## src/rtl/irPkg.sv

```systemverilog
// IR remote transmitter/receiver register map, FSM states and shared structs
package irPkg;

	typedef enum logic {
		IR_TX = 1'b0,
		IR_RX = 1'b1
	} irMode_e;

	// ********************
	// Register map
	// ********************
	typedef enum logic [7:0] {
		CTRL    = 8'h00,
		STATUS  = 8'h01,
		CRR_LO  = 8'h02,
		CRR_HI  = 8'h03,
		DUTY_LO = 8'h04,
		DUTY_HI = 8'h05,
		RPT     = 8'h06,
		OFF_TMO = 8'h07,
		BGN_LO  = 8'h08,
		BGN_HI  = 8'h09,
		END_LO  = 8'h0A,
		END_HI  = 8'h0B,
		LIM_LO  = 8'h0C,
		LIM_HI  = 8'h0D,
		REND_LO = 8'h0E,
		REND_HI = 8'h0F,
		MADR_LO = 8'h10,
		MADR_HI = 8'h11,
		MDATA   = 8'h12
	} irRegAdr_e;

	localparam int CTRL_START    = 0;
	localparam int CTRL_MODE     = 1;
	localparam int CTRL_INT_EN   = 2;
	localparam int CTRL_POL_INV  = 3;
	localparam int CTRL_GPIO_EN  = 4;
	localparam int CTRL_STOP     = 5;
	localparam int CTRL_SW_RST   = 6;
	localparam int STAT_BUSY     = 0;
	localparam int STAT_INT      = 1;

	typedef enum logic [2:0] {TX_IDLE, TX_FETCH, TX_MARK, TX_SPACE, TX_DONE} irTxState_e;
	typedef enum logic [2:0] {RX_IDLE, RX_WAIT, RX_RUN, RX_STORE, RX_DONE} irRxState_e;

	typedef struct packed {
		irMode_e     mode;
		logic [15:0] crrCycLen;   // Carrier period in clocks
		logic [15:0] txDutyLen;   // Carrier high time
		logic [7:0]  txRptLen;
		logic [7:0]  rxOffTmo;    // Silence timeout in units
		logic        rxPolInv;
		logic        rxGpioEn;
		logic [15:0] codeBgnAdr;
		logic [15:0] codeEndAdr;  // Exclusive
		logic [15:0] rxLimitAdr;  // Exclusive
	} irCfg_t;

	typedef struct packed {
		logic        we;
		logic        re;
		logic [15:0] adr;
		logic [7:0]  wd;
	} irMemReq_t;

endpackage

```

## src/rtl/irTx.sv

```systemverilog
// IR transmit engine, plays code bytes as carrier-modulated marks and flat spaces
`timescale 1ns/10ps
module irTx #(
	parameter int MEM_ADR_WIDTH = 11
) (
	input  logic               CLK_i,
	input  logic               wRST,
	input  irPkg::irCfg_t      cfg_i,
	input  logic               start_i,
	input  logic               stop_i,
	input  logic [7:0]         memRd_i,
	output irPkg::irMemReq_t   memReq_o,
	output logic               busy_o,
	output logic               done_o,
	output logic               startClr_o,
	output logic               stopClr_o,
	output logic               txd_o
);

irPkg::irTxState_e         state;
logic [MEM_ADR_WIDTH-1:0]  adr;       // Current entry
logic [7:0]                unitCnt;   // Carrier periods left in run
logic [7:0]                rptCnt;
logic [15:0]               clkCnt;    // Position inside carrier period
logic [1:0]                fetchCnt;
logic                      isMark, txOn, atEnd, perEnd;

assign txOn   = (cfg_i.mode == irPkg::IR_TX);
assign atEnd  = (adr == cfg_i.codeEndAdr[MEM_ADR_WIDTH-1:0]);
assign perEnd = ((clkCnt + 16'd1) >= cfg_i.crrCycLen);

always_comb begin
	memReq_o.we  = 1'b0;
	memReq_o.re  = (state == irPkg::TX_FETCH) && (fetchCnt == 2'd0) && !atEnd;
	memReq_o.adr = 16'(adr);
	memReq_o.wd  = 8'd0;
end

// High for the first txDutyLen clocks of each period
assign txd_o = (state == irPkg::TX_MARK) && (clkCnt < cfg_i.txDutyLen);

always_ff @(posedge CLK_i or posedge wRST) begin
	if (wRST) begin
		state      <= irPkg::TX_IDLE;
		adr        <= '0;
		unitCnt    <= 8'd0;
		rptCnt     <= 8'd0;
		clkCnt     <= 16'd0;
		fetchCnt   <= 2'd0;
		isMark     <= 1'b1;
		busy_o     <= 1'b0;
		done_o     <= 1'b0;
		startClr_o <= 1'b0;
		stopClr_o  <= 1'b0;
	end else begin
		startClr_o <= 1'b0;
		stopClr_o  <= 1'b0;
		done_o     <= 1'b0;
		if (stop_i && txOn) begin
			stopClr_o <= 1'b1;
			if (state != irPkg::TX_IDLE) state <= irPkg::TX_DONE;
		end else begin
			case (state)
				irPkg::TX_IDLE: if (start_i && txOn) begin
					startClr_o <= 1'b1;
					busy_o     <= 1'b1;
					adr        <= cfg_i.codeBgnAdr[MEM_ADR_WIDTH-1:0];
					rptCnt     <= cfg_i.txRptLen;
					isMark     <= 1'b1;
					fetchCnt   <= 2'd0;
					state      <= irPkg::TX_FETCH;
				end
				irPkg::TX_FETCH: begin
					if (fetchCnt == 2'd0) begin
						if (!atEnd) begin
							fetchCnt <= 2'd1;
						end else if (rptCnt == 8'd0) begin
							state <= irPkg::TX_DONE;
						end else begin  // Replay from the first entry
							rptCnt <= rptCnt - 8'd1;
							adr    <= cfg_i.codeBgnAdr[MEM_ADR_WIDTH-1:0];
							isMark <= 1'b1;
						end
					end else if (fetchCnt == 2'd1) begin
						fetchCnt <= 2'd2;
					end else begin
						fetchCnt <= 2'd0;
						clkCnt   <= 16'd0;
						unitCnt  <= memRd_i;
						if (memRd_i == 8'd0) begin  // Empty run, skip
							adr    <= adr + 1'b1;
							isMark <= ~isMark;
						end else begin
							state <= isMark ? irPkg::TX_MARK : irPkg::TX_SPACE;
						end
					end
				end
				irPkg::TX_MARK, irPkg::TX_SPACE: begin
					if (perEnd) begin
						clkCnt  <= 16'd0;
						unitCnt <= unitCnt - 8'd1;
						if (unitCnt == 8'd1) begin
							adr    <= adr + 1'b1;
							isMark <= ~isMark;
							state  <= irPkg::TX_FETCH;
						end
					end else begin
						clkCnt <= clkCnt + 16'd1;
					end
				end
				irPkg::TX_DONE: begin
					done_o <= 1'b1;
					busy_o <= 1'b0;
					state  <= irPkg::TX_IDLE;
				end
				default: state <= irPkg::TX_IDLE;
			endcase
		end
	end
end

endmodule

```

## config.mk

```make
export PLATFORM = sky130hd
export DESIGN_NAME = irTx
export DESIGN_NICKNAME = d
export VERILOG_FILES = /design/src/rtl/irPkg.sv /design/src/rtl/irTx.sv
export SDC_FILE = /design/constraint.sdc
export NUM_CORES = 1
export LEC_CHECK = 0
export ABC_AREA = 1
export BUFFER_PORTS_ARGS = -buffer_cell sky130_fd_sc_hd__buf_4
export CORE_MARGIN = 2
export CORE_UTILIZATION = 48
export CTS_BUF_LIST = sky130_fd_sc_hd__clkbuf_16
export DETAILED_ROUTE_END_ITERATION = 10
export PLACE_DENSITY = 0.79
export SETUP_SLACK_MARGIN = 0.05
export SYNTH_ARGS = -nofsm -noshare
export SYNTH_HDL_FRONTEND = slang
export SYNTH_SLANG_ARGS = --single-unit
```

## constraint.sdc

```tcl
create_clock -name CLK_i -period 2.61 [get_ports CLK_i]
set_clock_uncertainty 0.2 [all_clocks]
set_input_delay 0.1305 -clock CLK_i [delete_from_list [all_inputs] [get_ports CLK_i]]
set_output_delay 0.1305 -clock CLK_i [all_outputs]
set_load 0.01 [all_outputs]
```

==> flow_metrics.py, run 1 <==
metrics = {
    "status": {
        "status": "finished with violations",
        "violations": "negative hold slack, negative setup slack",
    },
    "worst_setup_path": {
        "cpMostUsedCell": "nand2_1",
        "crit_path_top_delay_cell": "dfrtp_1",
        "max_stage_delay_ns": 0.36,
        "endpoint": "adr[10]",
        "cp-end-kind": "register",
        "crit_chain": "inv_2 > buf_4 > nor4_2 > nand3_1 > xor2_1 > inv_1 > ha_1 > nand2_1 > inv_1 > nand2_1 > a21oi_2 > nor2_2 > buf_6 > nand3_4 > clkbuf_16 > nand4_1 > nand2_1",
        "cp.depth": 17,
        "rrSetupSlack_ns": -0.51,
        "crit_arrival_ns": 3.09,
        "critPathRequiredTime_ns": 2.58,
        "cp-start-kind": "register",
        "cp_max_fo": 6,
        "critPathTopFamily": "simple AND/OR/NAND/NOR gates",
        "crit_path_start": "clkCnt[5]",
        "rr_worst_depth": 17,
        "path_buf_inv": 6,
        "r2r-end": "adr[10]",
        "r2r-start": "clkCnt[5]",
        "crit_type": "reg2reg",
    },
    "clock_tree": {
        "cts.sinks": 53,
        "cts.clk_slew.worst_paths_ns": 0.07,
        "htreeDepth": 2,
        "cts_tree": "yes",
        "cts_buffer_depth": 2,
        "clkLatencyLatePin_ns": 0.30,
        "cts_root_buf": "clkbuf_16",
        "cts_made_buffers": 5,
    },
    "final_layout": {
        "drive_above_1_share_pct": 32.4,
        "nets": 951,
        "areaGrowthSynthToFinish_pct": 41.1,
        "utilization_pct": 69.9,
        "n_antenna_cell": 0,
    },
    "synth": {
        "synth.distinct_cells": 42,
        "ys_ff_latch": 53,
        "seq_area_frac_synth_pct": 28.9,
        "synth_top_cells_by_count": "nand2_1 (151), inv_1 (97), dfrtp_1 (52)",
        "synthFlopType": "dfrtp_1",
        "syn-instance-count": 644,
        "synth_area_um2": 4600,
        "yosys.area.top_type_share_pct": 28.3,
        "synth_edf_count": 0,
        "async_flop_share_pct": 100,
        "yosysTopAreaCell": "dfrtp_1",
        "synth_warnings": 0,
        "synth_most_common_cell": "nand2_1",
        "avgSynthCellArea_um2": 7.14,
        "yosys-top-cells-area": "dfrtp_1 (28%), nand2_1 (12%), ha_1 (9.8%)",
    },
    "sta": {
        "setup_violations": 39,
        "period_needed_ns": 3.12,
        "report.final.slew_viol_count": 0,
        "tightestPinTransition_ns": 0.728,
        "fin_crit_sh_pct": 119,
        "tns_ns": -16.12,
        "rsz0062_at_grt": "true",
        "hold_violations": 2,
        "relSlewSlack_pct": 51.4,
        "whs_ns": -0.00777,
        "fmax_mhz": 321,
        "timing.final.ws_setup_ns": -0.506,
    },
    "pwr": {
        "powerDensity_nw_per_um2": 848,
        "leakage_nw": 3.38,
        "irDropWorstVdd_mv": 0.616,
    },
    "detailed_routing": {
        "viasPerCell": 5.40,
        "dr_wl_met2_mm": 6.95,
        "dr.max_layer_used": "met4",
        "wl_met3_um": 939,
        "avgRoutedWirePerCell_um": 14.6,
        "first_pass_iters": 5,
        "drc": 0,
        "routed_wl_mm": 13.7,
        "wl_met1_mm": 5.43,
        "drt_iter0_drc": 327,
        "drtAntennaViolNets": 0,
        "routed-via-count": 5044,
    },
    "floorplanning": {
        "pin_count": 142,
        "initial_core_util_pct": 49.5,
        "fp.dieArea_um2": 10400,
        "dieHeight_um": 102,
        "fp-row-count": 35,
        "die_w_um": 102,
        "core_um2": 9280,
    },
    "place": {
        "gp_congestion": 0.899,
        "numPortBuffers": 91,
        "dpl.hpwl_mm": 9.11,
    },
    "global_routing": {
        "grt.overflow.total": 0,
        "grt_antenna_before_repair": 0,
        "grt_usage_pct": 24.3,
        "grt_max_degree": 33,
        "grt_pass1_vias": 4631,
        "grt_pass1_wl_mm": 20.5,
    },
    "hold_path": {
        "hold_path.class": "in2reg",
    },
    "run": {
        "drv_cap": 0,
    },
}
## layer usage
metal,track usage [%],up-vias
li1,-,2371
met1,31.9,2366
met3,2.60,39
met2,43.2,268
met4,6.15,0
met5,0,-
## report_power, final
group / total (W) / switching [W] / internal [W] / leakage [nW]
registers: 0.00147 / 0.000358 / 0.00111 / 0.675
logic: 0.00338 / 0.00206 / 0.00132 / 2.63
clock network: 0.000656 / 0.000309 / 0.000347 / 0.0776
total: 0.00550 / 0.00272 / 0.00278 / 3.38
## worst min-delay path, stage by stage
cell,delay [ns]
buf_4,0.07
nand2_1,0.04
o21ai_0,0.07
nand2_1,0.06
o21ai_1,0.07
## stage by stage
step                total power [W]  instances  area [um2]  setup slack [ns]
floorplan                   0.00360        657        4750           0.00190
global placement            0.00415        895        5730            -0.126
detailed placement          0.00428        895        5730            -0.258
CTS                         0.00504        927        6150            -0.217
global route                0.00588        934        6490            -0.667
finish                      0.00550        934        6490            -0.506
## layout make-up
| class | instances | area (um2) |
|---|---|---|
| clock inverter | 3 | 11.3 |
| inverter | 106 | 400 |
| timing repair buffer | 167 | 1350 |
| sequential | 53 | 1330 |
| multi-input combinational | 471 | 3100 |
| clock buffer | 5 | 125 |
| tap | 129 | 161 |
| fill | 729 | 2800 |
## cells by family (layout without fill, tap and decap cells)
logic type               count (synthesis)  in the layout  share of synthesized area (%)
AND/OR/NAND/NOR                        301            303                           30.3
other                                    1             14                         0.0815
XOR/XNOR                                31             31                           5.90
buffers and inverters                  135            281                           13.5
AO/OA/AOI/OAI                           83             83                           10.7
adder cells (fa/ha/maj)                 36             36                           9.79
flip-flops                              53             53                           28.9
multiplexers                             4              4                          0.871
## flip-flops by register name, indices dropped and copies added, names as in the netlist
register / flops
adr: 11
busy_o: 1
clkCnt: 16
done_o: 1
fetchCnt: 2
isMark: 1
rptCnt: 8
startClr_o: 1
state: 3
stopClr_o: 1
unitCnt: 8
## worst min-delay path by stage
stage,start,endpoint,cells past startpoint
final,cfg_i[58],rptCnt[0],5
after global routing,cfg_i[58],rptCnt[0],5
after CTS,cfg_i[58],rptCnt[0],5
after detailed placement,wRST,clkCnt[5],2
after global placement,wRST,unitCnt[2],2
after floorplan,cfg_i[98],stopClr_o,1
## cell usage in the layout (no fill, tap or decap), drive strengths merged
cell	instances
o21ai	43
a2bb2oi	1
nor4	6
dfstp	1
a21oi	23
a31oi	1
inv	109
nor3	13
nand2	159
o211ai	1
nand4	21
conb	14
or2	2
nand3	41
xnor2	13
xor2	18
clkbuf	7
nor2	56
and3	3
dfrtp	52
nand3b	2
dlygate4sd3	15
buf	150
mux2i	4
o31ai	2
o21a	1
o22ai	11
ha	36
## repair_timing
action                                 in CTS  in global routing
cloned                                      2                  2
hold buffers                               15                  0
endpoints found under the hold margin      41                  0
pin swaps                                   7                 24
resized for setup                          14                 56
setup endpoints to repair                  39                 39
buffers inserted                            7                  5
Power figures use the tool's default switching activity.
==> run 2: changes to the inputs <==
--- a/config.mk
+++ b/config.mk
@@ -8,10 +8,10 @@
 export ABC_AREA = 1
 export BUFFER_PORTS_ARGS = -buffer_cell sky130_fd_sc_hd__buf_4
 export CORE_MARGIN = 2
-export CORE_UTILIZATION = 48
+export CORE_UTILIZATION = 57
 export CTS_BUF_LIST = sky130_fd_sc_hd__clkbuf_16
 export DETAILED_ROUTE_END_ITERATION = 10
-export PLACE_DENSITY = 0.79
+export PLACE_DENSITY = 0.88
 export SETUP_SLACK_MARGIN = 0.05
 export SYNTH_ARGS = -nofsm -noshare
 export SYNTH_HDL_FRONTEND = slang
==> constraint.sdc (replaced) <==
create_clock -name CLK_i -period 4 [get_ports CLK_i]
set_clock_uncertainty 0.2 [all_clocks]
set_input_delay 0.2 -clock CLK_i [delete_from_list [all_inputs] [get_ports CLK_i]]
set_output_delay 0.2 -clock CLK_i [all_outputs]
set_load 0.01 [all_outputs]
==> flow_metrics.py, run 2 (synthesized netlist as in run 1, its figures left out) <==
metrics = {
    "floorplanning": {
        "die_w_um": 93.8,
        "initial_core_util_pct": 59.2,
        "core_um2": 7770,
        "fp-row-count": 32,
        "pin_count": 142,
        "fp.dieArea_um2": 8800,
        "dieHeight_um": 93.8,
    },
    "worst_setup_path": {
        "crit_path_start": "clkCnt[0]",
        "critPathRequiredTime_ns": 4.03,
        "cp-start-kind": "register",
        "cp-end-kind": "register",
        "endpoint": "adr[2]",
        "r2r-start": "clkCnt[0]",
        "cp_max_fo": 12,
        "crit_type": "reg2reg",
        "crit_arrival_ns": 3.54,
        "r2r-end": "adr[2]",
        "rr_worst_depth": 15,
        "rrSetupSlack_ns": 0.49,
    },
    "place": {
        "numPortBuffers": 91,
        "dpl.hpwl_mm": 8.51,
        "gp_congestion": 0.858,
        "dp.cells": 823,
    },
    "pwr": {
        "leakage_nw": 2.94,
        "combPwrFrac_pct": 56.1,
        "power_frac_clock_pct": 13.3,
        "powerDensity_nw_per_um2": 576,
        "power_switching_w": 0.00152,
        "p_seq_share_pct": 30.7,
        "irDropWorstVdd_mv": 0.355,
        "p_int_w": 0.00160,
        "switching_share_pct": 48.7,
    },
    "sta": {
        "fin_crit_sh_pct": 87.8,
        "rsz0062_at_grt": "false",
        "report.final.slew_viol_count": 0,
        "hold_violations": 0,
        "whs_ns": 0.0147,
        "setup_violations": 0,
        "tns_ns": 0,
        "tightestPinTransition_ns": 0.691,
        "relSlewSlack_pct": 53.9,
        "fmax_mhz": 285,
        "period_needed_ns": 3.51,
    },
    "global_routing": {
        "grt.overflow.total": 0,
        "grtUsageMet1_pct": 32.0,
        "grt_pass1_wl_mm": 19.0,
        "top_usage_layer": "met2",
        "met3_usage_pct": 3.77,
        "grt_usage_pct": 26.3,
        "grt_max_degree": 54,
        "met2_usage_pct": 47.3,
        "grt_pass1_vias": 4473,
        "grt_antenna_before_repair": 0,
    },
    "clock_tree": {
        "cts_buffer_depth": 2,
        "cts.clk_slew.worst_paths_ns": 0.07,
        "cts_post_setup_buffers_inserted": 0,
        "cts_root_buf": "clkbuf_16",
        "htreeDepth": 2,
        "cts_made_buffers": 5,
        "cts_tree": "yes",
        "cts.sinks": 53,
        "clkLatencyLatePin_ns": 0.29,
    },
    "run": {
        "drv_cap": 0,
    },
    "detailed_routing": {
        "routed_wl_mm": 11.0,
        "viasPerCell": 5.52,
        "avgRoutedWirePerCell_um": 13.2,
        "drc": 0,
        "first_pass_iters": 5,
        "drtAntennaViolNets": 0,
        "drt_iter0_drc": 389,
        "routed-via-count": 4607,
    },
    "final_layout": {
        "multiInputGateArea_um2": 2700,
        "drive_above_1_share_pct": 19.2,
        "n_antenna_cell": 0,
        "largestRegisters": "clkCnt x16, adr x11",
        "stdcell_count": 835,
        "nets": 879,
        "seq_area_um2": 1330,
        "areaGrowthSynthToFinish_pct": 18.1,
        "top_register": "clkCnt",
        "layout_common_cells": "nand2_1 (151), inv_1 (98), buf_4 (93)",
        "largest_reg_flops": 16,
        "nFillCells": 631,
        "mostFrequentLayoutCell": "nand2_1",
    },
    "status": {
        "status": "complete, no violations",
    },
    "hold_path": {
        "hold_path.class": "in2reg",
        "whs_path_depth": 3,
    },
}
[run 2: power groups by stage]
| stage | Sequential (W) | Clock, W | Combinational, W |
|---|---|---|---|
| 4_1_cts | 0.000955 | 0.000418 | 0.00174 |
| 3_3_place_gp | 0.000953 | 0 | 0.00164 |
| 2_1_floorplan | 0.000908 | 0 | 0.00141 |
| 6_report | 0.000960 | 0.000415 | 0.00175 |
| 5_1_grt | 0.000994 | 0.000442 | 0.00197 |
| 3_5_place_dp | 0.000962 | 0 | 0.00173 |
[run 2: repair_timing]
item                                   4_1_cts  5_1_grt
hold buffers                                 4        0
resized for setup                            0        0
setup endpoints to repair                    0        0
endpoints found under the hold margin       54        0
[run 2: layout make-up]
class,instances,area share (%)
Clock buffer,5,2.30
Clock inverter,3,0.207
Multi-Input combinational cell,469,49.7
Timing Repair Buffer,97,13.6
Tap cell,102,2.35
Inverter,106,7.37
Sequential cell,53,24.4
[run 2: critical path, stage by stage, from the launching register on]
cell and delay (ns):
dfrtp_1 0.45, nand3_1 0.20, nor3_2 0.29, nand3_1 0.19
nor2_1 0.19, xor2_1 0.20, inv_1 0.06, ha_1 0.30
a21oi_1 0.17, o21ai_1 0.10, nor2_1 0.28, nand3_1 0.17
buf_4 0.24, nand3_2 0.23, nand2_1 0.11, nand2_1 0.08
[run 2: through the flow]
step	util, %	instance area, um2	worst slack, ns	total power (W)
6_report	69.9	5430	0.486	0.00313
5_1_grt	69.9	5430	0.141	0.00341
4_1_cts	69.9	5430	0.542	0.00312
3_5_place_dp	67.7	5260	0.532	0.00269
3_3_place_gp	67.7	5260	0.718	0.00259
2_1_floorplan	-	4650	1.16	0.00232
[run 2: per-layer routing]
layer	routed length, um	part of all wire [%]	vias up
met4	294	2.7	0
met3	759	6.9	38
met2	5510	50	199
met1	4470	41	2130
li1	-	-	2240
met5	0	0	-
[run 2: how the worst min path moves through the flow]
stage | end | slack (ns) | from
after global routing | rptCnt[6] | 0.03 | cfg_i[64]
after global placement | stopClr_o | 0.20 | cfg_i[98]
after CTS | rptCnt[6] | 0.005 | cfg_i[64]
after detailed placement | stopClr_o | 0.21 | cfg_i[98]
after floorplan | stopClr_o | 0.08 | cfg_i[98]
final | rptCnt[6] | 0.01 | cfg_i[64]
