## src/rtl/irPkg.sv

```systemverilog
// IR remote transmitter/receiver register map, FSM states and shared structs
package irPkg;

	typedef enum logic {
		IR_TX = 1'b0,
		IR_RX = 1'b1
	} irMode_e;

	// ********************
	// Register map
	// ********************
	typedef enum logic [7:0] {
		CTRL    = 8'h00,
		STATUS  = 8'h01,
		CRR_LO  = 8'h02,
		CRR_HI  = 8'h03,
		DUTY_LO = 8'h04,
		DUTY_HI = 8'h05,
		RPT     = 8'h06,
		OFF_TMO = 8'h07,
		BGN_LO  = 8'h08,
		BGN_HI  = 8'h09,
		END_LO  = 8'h0A,
		END_HI  = 8'h0B,
		LIM_LO  = 8'h0C,
		LIM_HI  = 8'h0D,
		REND_LO = 8'h0E,
		REND_HI = 8'h0F,
		MADR_LO = 8'h10,
		MADR_HI = 8'h11,
		MDATA   = 8'h12
	} irRegAdr_e;

	localparam int CTRL_START    = 0;
	localparam int CTRL_MODE     = 1;
	localparam int CTRL_INT_EN   = 2;
	localparam int CTRL_POL_INV  = 3;
	localparam int CTRL_GPIO_EN  = 4;
	localparam int CTRL_STOP     = 5;
	localparam int CTRL_SW_RST   = 6;
	localparam int STAT_BUSY     = 0;
	localparam int STAT_INT      = 1;

	typedef enum logic [2:0] {TX_IDLE, TX_FETCH, TX_MARK, TX_SPACE, TX_DONE} irTxState_e;
	typedef enum logic [2:0] {RX_IDLE, RX_WAIT, RX_RUN, RX_STORE, RX_DONE} irRxState_e;

	typedef struct packed {
		irMode_e     mode;
		logic [15:0] crrCycLen;   // Carrier period in clocks
		logic [15:0] txDutyLen;   // Carrier high time
		logic [7:0]  txRptLen;
		logic [7:0]  rxOffTmo;    // Silence timeout in units
		logic        rxPolInv;
		logic        rxGpioEn;
		logic [15:0] codeBgnAdr;
		logic [15:0] codeEndAdr;  // Exclusive
		logic [15:0] rxLimitAdr;  // Exclusive
	} irCfg_t;

	typedef struct packed {
		logic        we;
		logic        re;
		logic [15:0] adr;
		logic [7:0]  wd;
	} irMemReq_t;

endpackage

```

## src/rtl/irRegIf.sv

```systemverilog
// Wishbone register block with control, status, memory window and interrupt flag
`timescale 1ns/10ps
module irRegIf #(
	parameter int MEM_ADR_WIDTH = 11
) (
	input  logic               CLK_i,
	input  logic               RST_i,
	input  logic               wRST,
	input  logic [7:0]         wbAdr_i,
	input  logic [7:0]         wbDat_i,
	input  logic               wbWe_i,
	input  logic               wbStb_i,
	input  logic               wbCyc_i,
	input  logic               busy_i,
	input  logic               done_i,
	input  logic               startClr_i,
	input  logic               stopClr_i,
	input  logic [15:0]        rxCodeEndAdr_i,
	input  logic [7:0]         memRd_i,
	output logic [7:0]         wbDat_o,
	output logic               wbAck_o,
	output irPkg::irCfg_t      cfg_o,
	output logic               start_o,
	output logic               stop_o,
	output logic               swRst_o,
	output logic               int_o,
	output irPkg::irMemReq_t   memReq_o
);

localparam logic [15:0] ADR_MASK = 16'((32'd1 << MEM_ADR_WIDTH) - 32'd1);

irPkg::irCfg_t     cfgR;
irPkg::irRegAdr_e  regAdr;
logic              startR, stopR, intEn, intR, swRstArm;
logic [15:0]       memAdr, rendR;
logic [1:0]        rdCnt;      // Memory window read sequencer
logic              acc, memWin;
logic [7:0]        rdVal;

assign regAdr = irPkg::irRegAdr_e'(wbAdr_i);
assign acc    = wbStb_i & wbCyc_i & ~wbAck_o & (rdCnt == 2'd0);  // New access only
assign memWin = acc & (regAdr == irPkg::MDATA);

assign cfg_o   = cfgR;
assign start_o = startR;
assign stop_o  = stopR;
assign int_o   = intR;

// Host request goes straight to RAM so data lands in time for the third cycle
always_comb begin
	memReq_o.we  = memWin & wbWe_i;
	memReq_o.re  = memWin & ~wbWe_i;
	memReq_o.adr = memAdr;
	memReq_o.wd  = wbDat_i;
end

// ********************
// Read mux
// ********************
always_comb begin
	rdVal = 8'd0;
	case (regAdr)
		irPkg::CTRL: begin
			rdVal[irPkg::CTRL_START]   = startR;
			rdVal[irPkg::CTRL_MODE]    = cfgR.mode;
			rdVal[irPkg::CTRL_INT_EN]  = intEn;
			rdVal[irPkg::CTRL_POL_INV] = cfgR.rxPolInv;
			rdVal[irPkg::CTRL_GPIO_EN] = cfgR.rxGpioEn;
			rdVal[irPkg::CTRL_STOP]    = stopR;
		end
		irPkg::STATUS: begin
			rdVal[irPkg::STAT_BUSY] = busy_i;
			rdVal[irPkg::STAT_INT]  = intR;
		end
		irPkg::CRR_LO:  rdVal = cfgR.crrCycLen[7:0];
		irPkg::CRR_HI:  rdVal = cfgR.crrCycLen[15:8];
		irPkg::DUTY_LO: rdVal = cfgR.txDutyLen[7:0];
		irPkg::DUTY_HI: rdVal = cfgR.txDutyLen[15:8];
		irPkg::RPT:     rdVal = cfgR.txRptLen;
		irPkg::OFF_TMO: rdVal = cfgR.rxOffTmo;
		irPkg::BGN_LO:  rdVal = cfgR.codeBgnAdr[7:0];
		irPkg::BGN_HI:  rdVal = cfgR.codeBgnAdr[15:8];
		irPkg::END_LO:  rdVal = cfgR.codeEndAdr[7:0];
		irPkg::END_HI:  rdVal = cfgR.codeEndAdr[15:8];
		irPkg::LIM_LO:  rdVal = cfgR.rxLimitAdr[7:0];
		irPkg::LIM_HI:  rdVal = cfgR.rxLimitAdr[15:8];
		irPkg::REND_LO: rdVal = rendR[7:0];
		irPkg::REND_HI: rdVal = rendR[15:8];
		irPkg::MADR_LO: rdVal = memAdr[7:0];
		irPkg::MADR_HI: rdVal = memAdr[15:8];
		default:        rdVal = 8'd0;
	endcase
end

always_ff @(posedge CLK_i or posedge wRST) begin
	if (wRST) begin
		cfgR    <= '0;
		startR  <= 1'b0;
		stopR   <= 1'b0;
		intEn   <= 1'b0;
		intR    <= 1'b0;
		memAdr  <= 16'd0;
		rendR   <= 16'd0;
		rdCnt   <= 2'd0;
		wbAck_o <= 1'b0;
		wbDat_o <= 8'd0;
	end else begin
		wbAck_o <= 1'b0;
		rendR   <= rxCodeEndAdr_i;
		if (startClr_i) startR <= 1'b0;
		if (stopClr_i)  stopR  <= 1'b0;
		if (rdCnt == 2'd2) begin  // RAM data registered, finish window read
			wbDat_o <= memRd_i;
			wbAck_o <= 1'b1;
			rdCnt   <= 2'd0;
			memAdr  <= (memAdr + 16'd1) & ADR_MASK;
		end else if (rdCnt != 2'd0) begin
			rdCnt <= rdCnt + 2'd1;
		end
		if (memWin && !wbWe_i) begin
			rdCnt <= 2'd1;
		end else if (acc) begin
			wbAck_o <= 1'b1;
			wbDat_o <= rdVal;
		end
		if (acc && wbWe_i) begin
			case (regAdr)
				irPkg::CTRL: begin
					if (wbDat_i[irPkg::CTRL_START]) startR <= 1'b1;
					if (wbDat_i[irPkg::CTRL_STOP])  stopR  <= 1'b1;
					cfgR.mode     <= irPkg::irMode_e'(wbDat_i[irPkg::CTRL_MODE]);
					intEn         <= wbDat_i[irPkg::CTRL_INT_EN];
					cfgR.rxPolInv <= wbDat_i[irPkg::CTRL_POL_INV];
					cfgR.rxGpioEn <= wbDat_i[irPkg::CTRL_GPIO_EN];
				end
				irPkg::STATUS:  if (wbDat_i[irPkg::STAT_INT]) intR <= 1'b0;  // W1C
				irPkg::CRR_LO:  cfgR.crrCycLen[7:0]   <= wbDat_i;
				irPkg::CRR_HI:  cfgR.crrCycLen[15:8]  <= wbDat_i;
				irPkg::DUTY_LO: cfgR.txDutyLen[7:0]   <= wbDat_i;
				irPkg::DUTY_HI: cfgR.txDutyLen[15:8]  <= wbDat_i;
				irPkg::RPT:     cfgR.txRptLen         <= wbDat_i;
				irPkg::OFF_TMO: cfgR.rxOffTmo         <= wbDat_i;
				irPkg::BGN_LO:  cfgR.codeBgnAdr[7:0]  <= wbDat_i;
				irPkg::BGN_HI:  cfgR.codeBgnAdr[15:8] <= wbDat_i;
				irPkg::END_LO:  cfgR.codeEndAdr[7:0]  <= wbDat_i;
				irPkg::END_HI:  cfgR.codeEndAdr[15:8] <= wbDat_i;
				irPkg::LIM_LO:  cfgR.rxLimitAdr[7:0]  <= wbDat_i;
				irPkg::LIM_HI:  cfgR.rxLimitAdr[15:8] <= wbDat_i;
				irPkg::MADR_LO: memAdr[7:0]           <= wbDat_i;
				irPkg::MADR_HI: memAdr[15:8]          <= wbDat_i;
				irPkg::MDATA:   memAdr <= (memAdr + 16'd1) & ADR_MASK;
				default: ;
			endcase
		end
		if (done_i && intEn) intR <= 1'b1;  // Set wins over clear
	end
end

// Soft reset fires the cycle after its ack so the host still sees the ack
always_ff @(posedge CLK_i or posedge RST_i) begin
	if (RST_i) begin
		swRstArm <= 1'b0;
		swRst_o  <= 1'b0;
	end else begin
		swRstArm <= acc & wbWe_i & (regAdr == irPkg::CTRL) & wbDat_i[irPkg::CTRL_SW_RST];
		swRst_o  <= swRstArm;
	end
end

endmodule

```

## config.mk

```make
export PLATFORM = sky130hd
export DESIGN_NAME = irRegIf
export DESIGN_NICKNAME = d
export VERILOG_FILES = /design/src/rtl/irPkg.sv /design/src/rtl/irRegIf.sv
export SDC_FILE = /design/constraint.sdc
export NUM_CORES = 1
export LEC_CHECK = 0
export BUFFER_PORTS_ARGS = -buffer_cell sky130_fd_sc_hd__buf_2
export CORE_MARGIN = 5
export CORE_UTILIZATION = 49
export CTS_BUF_LIST = sky130_fd_sc_hd__clkbuf_4 sky130_fd_sc_hd__clkbuf_8
export DETAILED_ROUTE_END_ITERATION = 7
export HOLD_SLACK_MARGIN = 0.02
export PLACE_DENSITY = 0.76
export SLEW_MARGIN = 0
export SYNTH_ARGS = -nofsm -noshare
export SYNTH_HDL_FRONTEND = slang
export SYNTH_SLANG_ARGS = --single-unit
```

## constraint.sdc

```tcl
create_clock -name CLK_i -period 6.3 [get_ports CLK_i]
set_input_delay 0.315 -clock CLK_i [delete_from_list [all_inputs] [get_ports CLK_i]]
set_output_delay 0.315 -clock CLK_i [all_outputs]
set_load 0.1 [all_outputs]
```

==> impl_metrics.yaml, run 1 <==
final_layout:
  nets: 865
  antenna_cells: 0
  layout_common_cells: "187 x buf_2, 148 x dfrtp_1, 112 x mux2_2"
  final_common_cell: "buf_2"
  syn_to_final_growth_pct: 20.75
  drive_above_1_share_pct: 44.31
timing:
  fin_crit_ps: 3095
  maxSlewViolCount: 0
  fin_ws_ps: 3205
  finalHoldViolCount: 0
  setup_viol: 0
  rsz0062_at_grt: "false"
  worst_pin_slew_ps: 1022
  finalCritPeriodShare_pct: 49.13
  max_freq_mhz: 323.1
  fin_skew_ps: 13.97
  slew_headroom_pct: 31.87
  setup_tns_ps: 0
die:
  die_w_um: 133.3
  start_util_pct: 49.57
  fp-row-count: 45
  fp.dieH_um: 133.3
  core_um2: 15030
  dieArea_um2: 17770
  ioPinCount: 188
routing:
  dr.pass1.iters: 5
  postRouteAntennaNets: 0
  wl_per_cell_um: 24.43
  drc_errors: 0
  viasPerCell: 6.141
  num_vias: 6227
  first_iter_violations: 581
  wl_um: 24770
flow_run:
  drv_cap: 0
worst_setup_path:
  end_kind: "output port"
  crit_start: "wbAdr_i[1]"
  worst_setup_path_start_kind: "input pin"
  arrival_ps: 2780
  timing.rr.start: "rdCnt[0]"
  crit_path_max_fanout: 38
  path_class: "in -> out"
  rrSetupSlack_ps: 3580
  worst-endpoint-required_ps: 5980
cts:
  cts_root_buf: "clkbuf_8"
  clkSinkCount: 148
  cts_tree: "done"
  cts_buffers: 17
  clk_latency_ps: 470
  path_clk_slew_ps: 80
  htreeDepth: 4
  cts_buffer_depth: 2
power:
  leakage_uw: 0.004426
  vdd.ir_drop.worst_mv: 0.1803
  p_per_area_nw_per_um2: 224.9
min_path:
  min_from: "done_i"
  holdCritPathClass: "in -> reg"
place:
  dp_slack_ps: 3033
  dp.final_hpwl_um: 17670
  globalplace.congestion: 0.9896
  io_buffers: 187
synthesis:
  async_reset_ff_share_pct: 100.0
  syn_area_um2: 7452
  ys_seq_elements: 148
  synth.yosys.seq_area_share_pct: 49.70
  synth_edf_count: 0
  synth_cells: 632
  synth_top_area_cell: "dfrtp_1"
  synth_cell_types: 75
  avgSynthCellArea_um2: 11.79
  yosys_most_used_dff: "dfrtp_1"
  syn_nets: 683
  ys_warn_count: 0
  synth_area_leaders: "dfrtp_1 50%, mux2_2 17%, mux2i_1 2.8%"
  yosys.area.top_type_share_pct: 49.70
grt:
  grt_max_degree: 84
  antenna_found_initial: 0
  track_usage_pct: 27.86
  globalRoute.totalOverflow: 0
  grt_first_pass_wirelength_um: 37720
  grt_pass1_vias: 6150
status:
  status: "finished, final reports clean"
==> cell type report <==
type,count,area [µm²]
clock buffer,20,262.8
clock inverter,11,126.4
sequential,148,3704
tap,188,235.2
timing repair buffer,212,1174
fill,1245,6035
multi-input combinational,427,3462
inverter,8,35.03
==> cell families after synthesis <==
logic type / Yosys count / share of synthesized area (%)
compound gates: 105 / 10.81
mux: 139 / 21.41
simple gates: 182 / 14.07
fa+ha+maj: 1 / 0.1679
buf+inv: 57 / 3.845
flops: 148 / 49.70
==> state kept, by name, summed over array words and instances (netlist names) <==
name / cells
cfg_o: 99
intEn: 1
int_o: 1
memAdr: 16
rdCnt: 2
rendR: 16
start_o: 1
stop_o: 1
swRstArm: 1
swRst_o: 1
wbAck_o: 1
wbDat_o: 8
==> critical path, cell delays in order <==
cell and delay [ps]:
buf_2 270, buf_4 470, nand2b_1 410, or4_1 710, nor2_1 150, buf_2 440
==> synth_stat cells, types with 4 or more instances <==
cell type and instances:
inv_1 8, nand2_1 56, a221o_1 5, o211ai_1 6
mux4_2 5, nand2b_1 8, o21ai_0 17, buf_4 9
buf_1 6, a221oi_1 5, o22ai_1 9, o311ai_1 4
nor3_2 4, nor2_1 22, buf_2 13, clkbuf_1 18
mux2_2 112, nor3_1 9, dfrtp_1 148, a22o_1 4
a21oi_1 7, nand3_1 16, nand4_1 7, mux2i_1 21
a22oi_1 8, a32oi_1 8, nor2b_1 9, and2_1 7
==> repair_timing <==
action                                 4_1_cts  5_1_grt
gates resized for setup                      0        0
endpoints found under the hold margin       83        0
hold buffers                                20        0
buffers inserted                             0        0
==> metal layers <==
metal / vias to the layer above / part of all wire [%] / track usage (%)
li1: 2731 / - / -
met1: 3120 / 42 / 39.32
met2: 343 / 47 / 43.85
met3: 33 / 8.6 / 6.231
met4: 0 / 1.6 / 7.371
met5: - / 0 / 0
==> report_power, final <==
group          internal (µW)  switching (µW)
registers                968            16.8
clock network            370             373
logic                   64.8             231
==> path summary, 6_finish.rpt <==
check	end	depth (start not counted)
worst max-delay path	memReq_o[24]	6
worst min-delay path	int_o	3
worst max register to register	cfg_o[45]	5
worst min register to register	swRst_o	0
max in group asynchronous	cfg_o[51]	4
min in group asynchronous	swRstArm	3
==> per-stage QoR <==
step | hold WS, ps | cell area [µm²] | total power (µW) | cells | util (%)
global placement | 165.2 | 8409 | 1286 | 963 | 55.94
CTS | 62.92 | 8999 | 2036 | 1014 | 59.86
global route | 80.23 | 8999 | 2087 | 1014 | 59.86
finish | 82.28 | 8999 | 2024 | 1014 | 59.86
floorplan | 56.18 | 7452 | 1213 | 632 | -
detailed placement | 168.1 | 8409 | 1288 | 963 | 55.94
Note: power is estimated with default switching activity, not from simulation.
==> inputs of run 2 (changes only) <==
clock period = 3.17 ns   (was 6.3 ns; I/O delays follow)
==> run 2 against run 1 <==
  * Highest routed layer unchanged
  * Via count grew 0.88%
  * Final cell count grew 1.7%
  * Sequential power grew 98%
  * Largest cell class unchanged
  * Critical endpoint is now intEn
  * Non-clock buffer count grew 16
  * Sequential share of layout area shrank 0.77 points
==> impl_metrics.yaml, run 2 (synthesis gave the netlist of run 1 again) <==
timing:
  rsz0062_at_grt: "false"
  max_freq_mhz: 378.1
  finalCritPeriodShare_pct: 83.42
  setup_tns_ps: 0
  fin_crit_ps: 2644
  finalHoldViolCount: 0
  slew_headroom_pct: 35.08
  setup_viol: 0
  worst_pin_slew_ps: 970.2
  fin_skew_ps: 9.987
  maxSlewViolCount: 0
place:
  globalplace.congestion: 0.9729
  io_buffers: 187
  placed_cell_area_um2: 8528
  dp.final_hpwl_um: 18420
final_layout:
  fill_cells: 1206
  fin_area_um2: 9171
  nets: 881
  layout_common_cells: "187 x buf_2, 148 x dfrtp_1, 112 x mux2_2"
  antenna_cells: 0
  syn_to_final_growth_pct: 23.07
  final_common_cell: "buf_2"
  drive_above_1_share_pct: 45.08
  largest_reg_flops: 99
power:
  leakage_uw: 0.004532
  vdd.ir_drop.worst_mv: 0.4083
  p_per_area_nw_per_um2: 444.6
cts:
  cts_buffers: 17
  cts_tree: "done"
  htreeDepth: 4
  path_clk_slew_ps: 90
  cts_setup_buffers: 0
  cts_buffer_depth: 2
  ctsResizeCount: 0
  clk_latency_ps: 480
  clkSinkCount: 148
  cts_root_buf: "clkbuf_8"
worst_setup_path:
  crit_path_max_fanout: 7
  end_kind: "flip-flop"
  path_class: "reg -> reg"
  timing.rr.start: "rdCnt[0]"
  worst-endpoint-required_ps: 3530
  r2r_end: "intEn"
  worst_setup_path_start_kind: "flip-flop"
  arrival_ps: 3010
  reg2reg_depth: 4
  rrSetupSlack_ps: 530
routing:
  viasPerCell: 6.093
  wl_per_cell_um: 25.01
  postRouteAntennaNets: 0
  dr.pass1.iters: 4
  wl_um: 25790
  drc_errors: 0
  first_iter_violations: 636
  num_vias: 6282
flow_run:
  drv_cap: 0
grt:
  antenna_found_initial: 0
  grt_pass1_vias: 6520
  grt_first_pass_wirelength_um: 39320
  track_usage_pct: 29.25
  grt_max_degree: 147
  globalRoute.totalOverflow: 0
die:
  fp.dieH_um: 133.3
  start_util_pct: 49.57
  die_w_um: 133.3
  dieArea_um2: 17770
  fp-row-count: 45
  core_um2: 15030
  ioPinCount: 188
min_path:
  holdCritPathClass: "in -> async"
status:
  status: "finished, final reports clean"
-- run 2: through the flow --
step	hold WS (ps)	utilization, %	worst slack (ps)	std cells	power (µW)
2_1_floorplan	-100.3	-	263.5	632	2411
3_3_place_gp	7.263	56.73	314.8	975	2565
3_5_place_dp	17.44	56.73	385.5	975	2570
4_1_cts	60.02	61.01	554.0	1031	4089
5_1_grt	85.11	61.01	409.9	1031	4209
6_report	69.03	61.01	525.5	1031	4078
-- run 2: worst max-delay path, stage by stage (launching register included) --
cell     delay (ps)
dfrtp_1         430
nor4b_4         420
nand4_1         390
nor2_1          870
mux2_2          420
-- run 2: how the worst max path moves through the flow --
stage                           from           end  slack, ps  cells past startpoint
after CTS                   rdCnt[0]     cfg_o[98]        550                      4
after floorplan              wbAck_o  memReq_o[25]        260                      3
after global routing        rdCnt[0]         intEn        410                      4
after detailed placement  wbAdr_i[1]     cfg_o[49]        390                      5
final                       rdCnt[0]         intEn        530                      4
after global placement    wbAdr_i[1]     cfg_o[49]        310                      5
-- run 2: final cells by class --
type	count	area (µm²)	area share (%)
Timing Repair Buffer	228	1329	14.49
Sequential cell	148	3704	40.38
Multi-Input combinational cell	427	3467	37.80
Clock inverter	13	147.6	1.610
Clock buffer	19	255.2	2.783
Tap cell	188	235.2	2.565
Inverter	8	33.78	0.3683
-- run 2: routing by layer --
| metal | vias to the layer above | wire [µm] | share of wire (%) | GRT usage, % |
|---|---|---|---|---|
| met1 | 3175 | 10700 | 42 | 38.96 |
| li1 | 2747 | - | - | - |
| met4 | 0 | 823 | 3.2 | 11.89 |
| met3 | 51 | 1930 | 7.5 | 6.986 |
| met2 | 309 | 12330 | 48 | 46.36 |
| met5 | - | 0 | 0 | 0 |
-- run 2: timing repair --
action | 4_1_cts | 5_1_grt
endpoints found under the hold margin | 170 | 0
hold buffers | 24 | 0
setup endpoints to repair | 0 | 0
-- run 2: report_power, final --
group / internal, µW / switching, µW
clock network: 741 / 776
registers: 1920 / 31.6
logic: 139 / 467
==> inputs of run 3 (changes only) <==
clock period = 2.8 ns   (was 3.17 ns; I/O delays follow)
==> run 3 against run 2 <==
  * Die area did not move
  * Total power grew 15%
  * Worst setup slack worse by 200 ps
  * Sequential power rose by 14%
  * Sequential share of layout area fell by 0.74 points
  * Clock power grew 16%
  * Critical path depth unchanged
  * Highest routed layer unchanged
==> impl_metrics.yaml, run 3 (synthesis gave the netlist of run 1 again) <==
min_path:
  holdCritPathClass: "in -> reg"
  min_from: "memRd_i[6]"
  hold_end: "wbDat_o[6]"
  hold_depth: 3
final_layout:
  antenna_cells: 0
  largest_reg_flops: 99
  drive_above_1_share_pct: 46.34
  final_common_cell: "buf_2"
  fill_cells: 1193
  syn_to_final_growth_pct: 25.37
  layout_common_cells: "186 x buf_2, 148 x dfrtp_1, 112 x mux2_2"
  nets: 899
worst_setup_path:
  critPathBufInv: 1
  worst_setup_path_start_kind: "flip-flop"
  reg2reg_depth: 5
  r2r_end: "memAdr[8]"
  rrSetupSlack_ps: 360
  cpMaxStageDelayCell: "buf_2"
  end_kind: "output port"
  arrival_ps: 2340
  path_cells: "nor4b_4, nand3_2, nor3_4, buf_2"
  crit_path_max_fanout: 7
  timing.rr.start: "rdCnt[0]"
  crit_path_max_incr_delay_ps: 460
  critPathTopFamily: "simple AND/OR/NAND/NOR gates"
  worst-endpoint-required_ps: 2660
  path_class: "reg -> out"
cts:
  clkSinkCount: 148
  cts_tree: "done"
  cts_root_buf: "clkbuf_8"
  cts_buffer_depth: 2
  path_clk_slew_ps: 90
  ctsResizeCount: 0
  cts_buffers: 17
  clk_latency_ps: 460
  htreeDepth: 4
power:
  leakage_uw: 0.004639
  vdd.ir_drop.worst_mv: 0.3770
  p_per_area_nw_per_um2: 501.1
timing:
  slew_headroom_pct: 49.23
  finalHoldViolCount: 0
  fin_ws_ps: 321.7
  rsz0062_at_grt: "false"
  setup_viol: 0
  finalCritPeriodShare_pct: 88.51
  setup_tns_ps: 0
  maxSlewViolCount: 0
  worst_pin_slew_ps: 759.2
  max_freq_mhz: 403.5
  fin_skew_ps: 12.65
  fin_crit_ps: 2478
routing:
  num_vias: 6518
  drc_errors: 0
  viasPerCell: 6.214
  wl_um: 25970
  wl_per_cell_um: 24.75
  first_iter_violations: 689
  dr.pass1.iters: 5
  postRouteAntennaNets: 0
place:
  io_buffers: 187
  globalplace.congestion: 0.9585
  dp.final_hpwl_um: 18780
  dp_slack_ps: 343.0
die:
  die_w_um: 133.3
  dieArea_um2: 17770
  start_util_pct: 49.57
  fp-row-count: 45
  core_um2: 15030
  fp.dieH_um: 133.3
  ioPinCount: 188
grt:
  grt_max_degree: 147
  antenna_found_initial: 0
  globalRoute.totalOverflow: 0
  grt_pass1_vias: 6552
  grt_first_pass_wirelength_um: 39850
  track_usage_pct: 29.58
status:
  status: "finished, final reports clean"
flow_run:
  drv_cap: 0
[run 3: power by group]
group	total (µW)	switching, µW	internal [µW]
Combinational	697	532	166
Sequential	2220	38.1	2180
Clock	1770	830	939
[run 3: worst min-delay path, delay by kind of cell]
family	cells	cell delay (ps)
buffers and inverters	1	80
muxes	1	70
AOI/OAI and AO/OA	1	160
[run 3: repair_timing]
action,in CTS,in global routing
hold buffers,23,0
endpoints found under the hold margin,169,0
buffers inserted,0,0
[run 3: area by class of cell]
| type | count | area (µm²) | area share (%) |
|---|---|---|---|
| Inverter | 8 | 33.78 | 0.3616 |
| Tap cell | 188 | 235.2 | 2.518 |
| Multi-Input combinational cell | 427 | 3473 | 37.18 |
| Sequential cell | 148 | 3704 | 39.64 |
| Clock buffer | 21 | 270.3 | 2.893 |
| Clock inverter | 11 | 150.1 | 1.607 |
| Timing Repair Buffer | 246 | 1476 | 15.80 |
[run 3: routing by layer]
| layer | routed length (µm) | vias to the layer above | share of wire (%) | global-route usage, % |
|---|---|---|---|---|
| li1 | - | 2804 | - | - |
| met1 | 10760 | 3309 | 41 | 41.52 |
| met2 | 12210 | 363 | 47 | 45.97 |
| met3 | 2382 | 42 | 9.2 | 6.420 |
| met4 | 606 | 0 | 2.3 | 9.943 |
| met5 | 0 | - | 0 | 0 |
[run 3: worst max-delay path by stage]
stage                     startpoint  slack [ps]            to  cells past startpoint
after floorplan              wbAck_o          60  memReq_o[24]                      3
after global placement    wbAdr_i[2]         410     memAdr[8]                      6
after detailed placement  wbAdr_i[2]         340     memAdr[8]                      6
after CTS                   rdCnt[0]         300  memReq_o[25]                      4
after global routing        rdCnt[0]         180  memReq_o[25]                      4
final                       rdCnt[0]         320  memReq_o[25]                      4
[run 3: stage by stage]
stage	utilization, %	cell area, µm²	hold WS (ps)	total power, µW	instances
6_report	62.15	9343	35.74	4682	1049
3_5_place_dp	57.82	8692	-5.334	2923	994
5_1_grt	62.15	9343	47.48	4834	1049
2_1_floorplan	-	7467	-118.8	2730	632
4_1_cts	62.15	9343	25.04	4709	1049
3_3_place_gp	57.82	8692	-10.79	2916	994
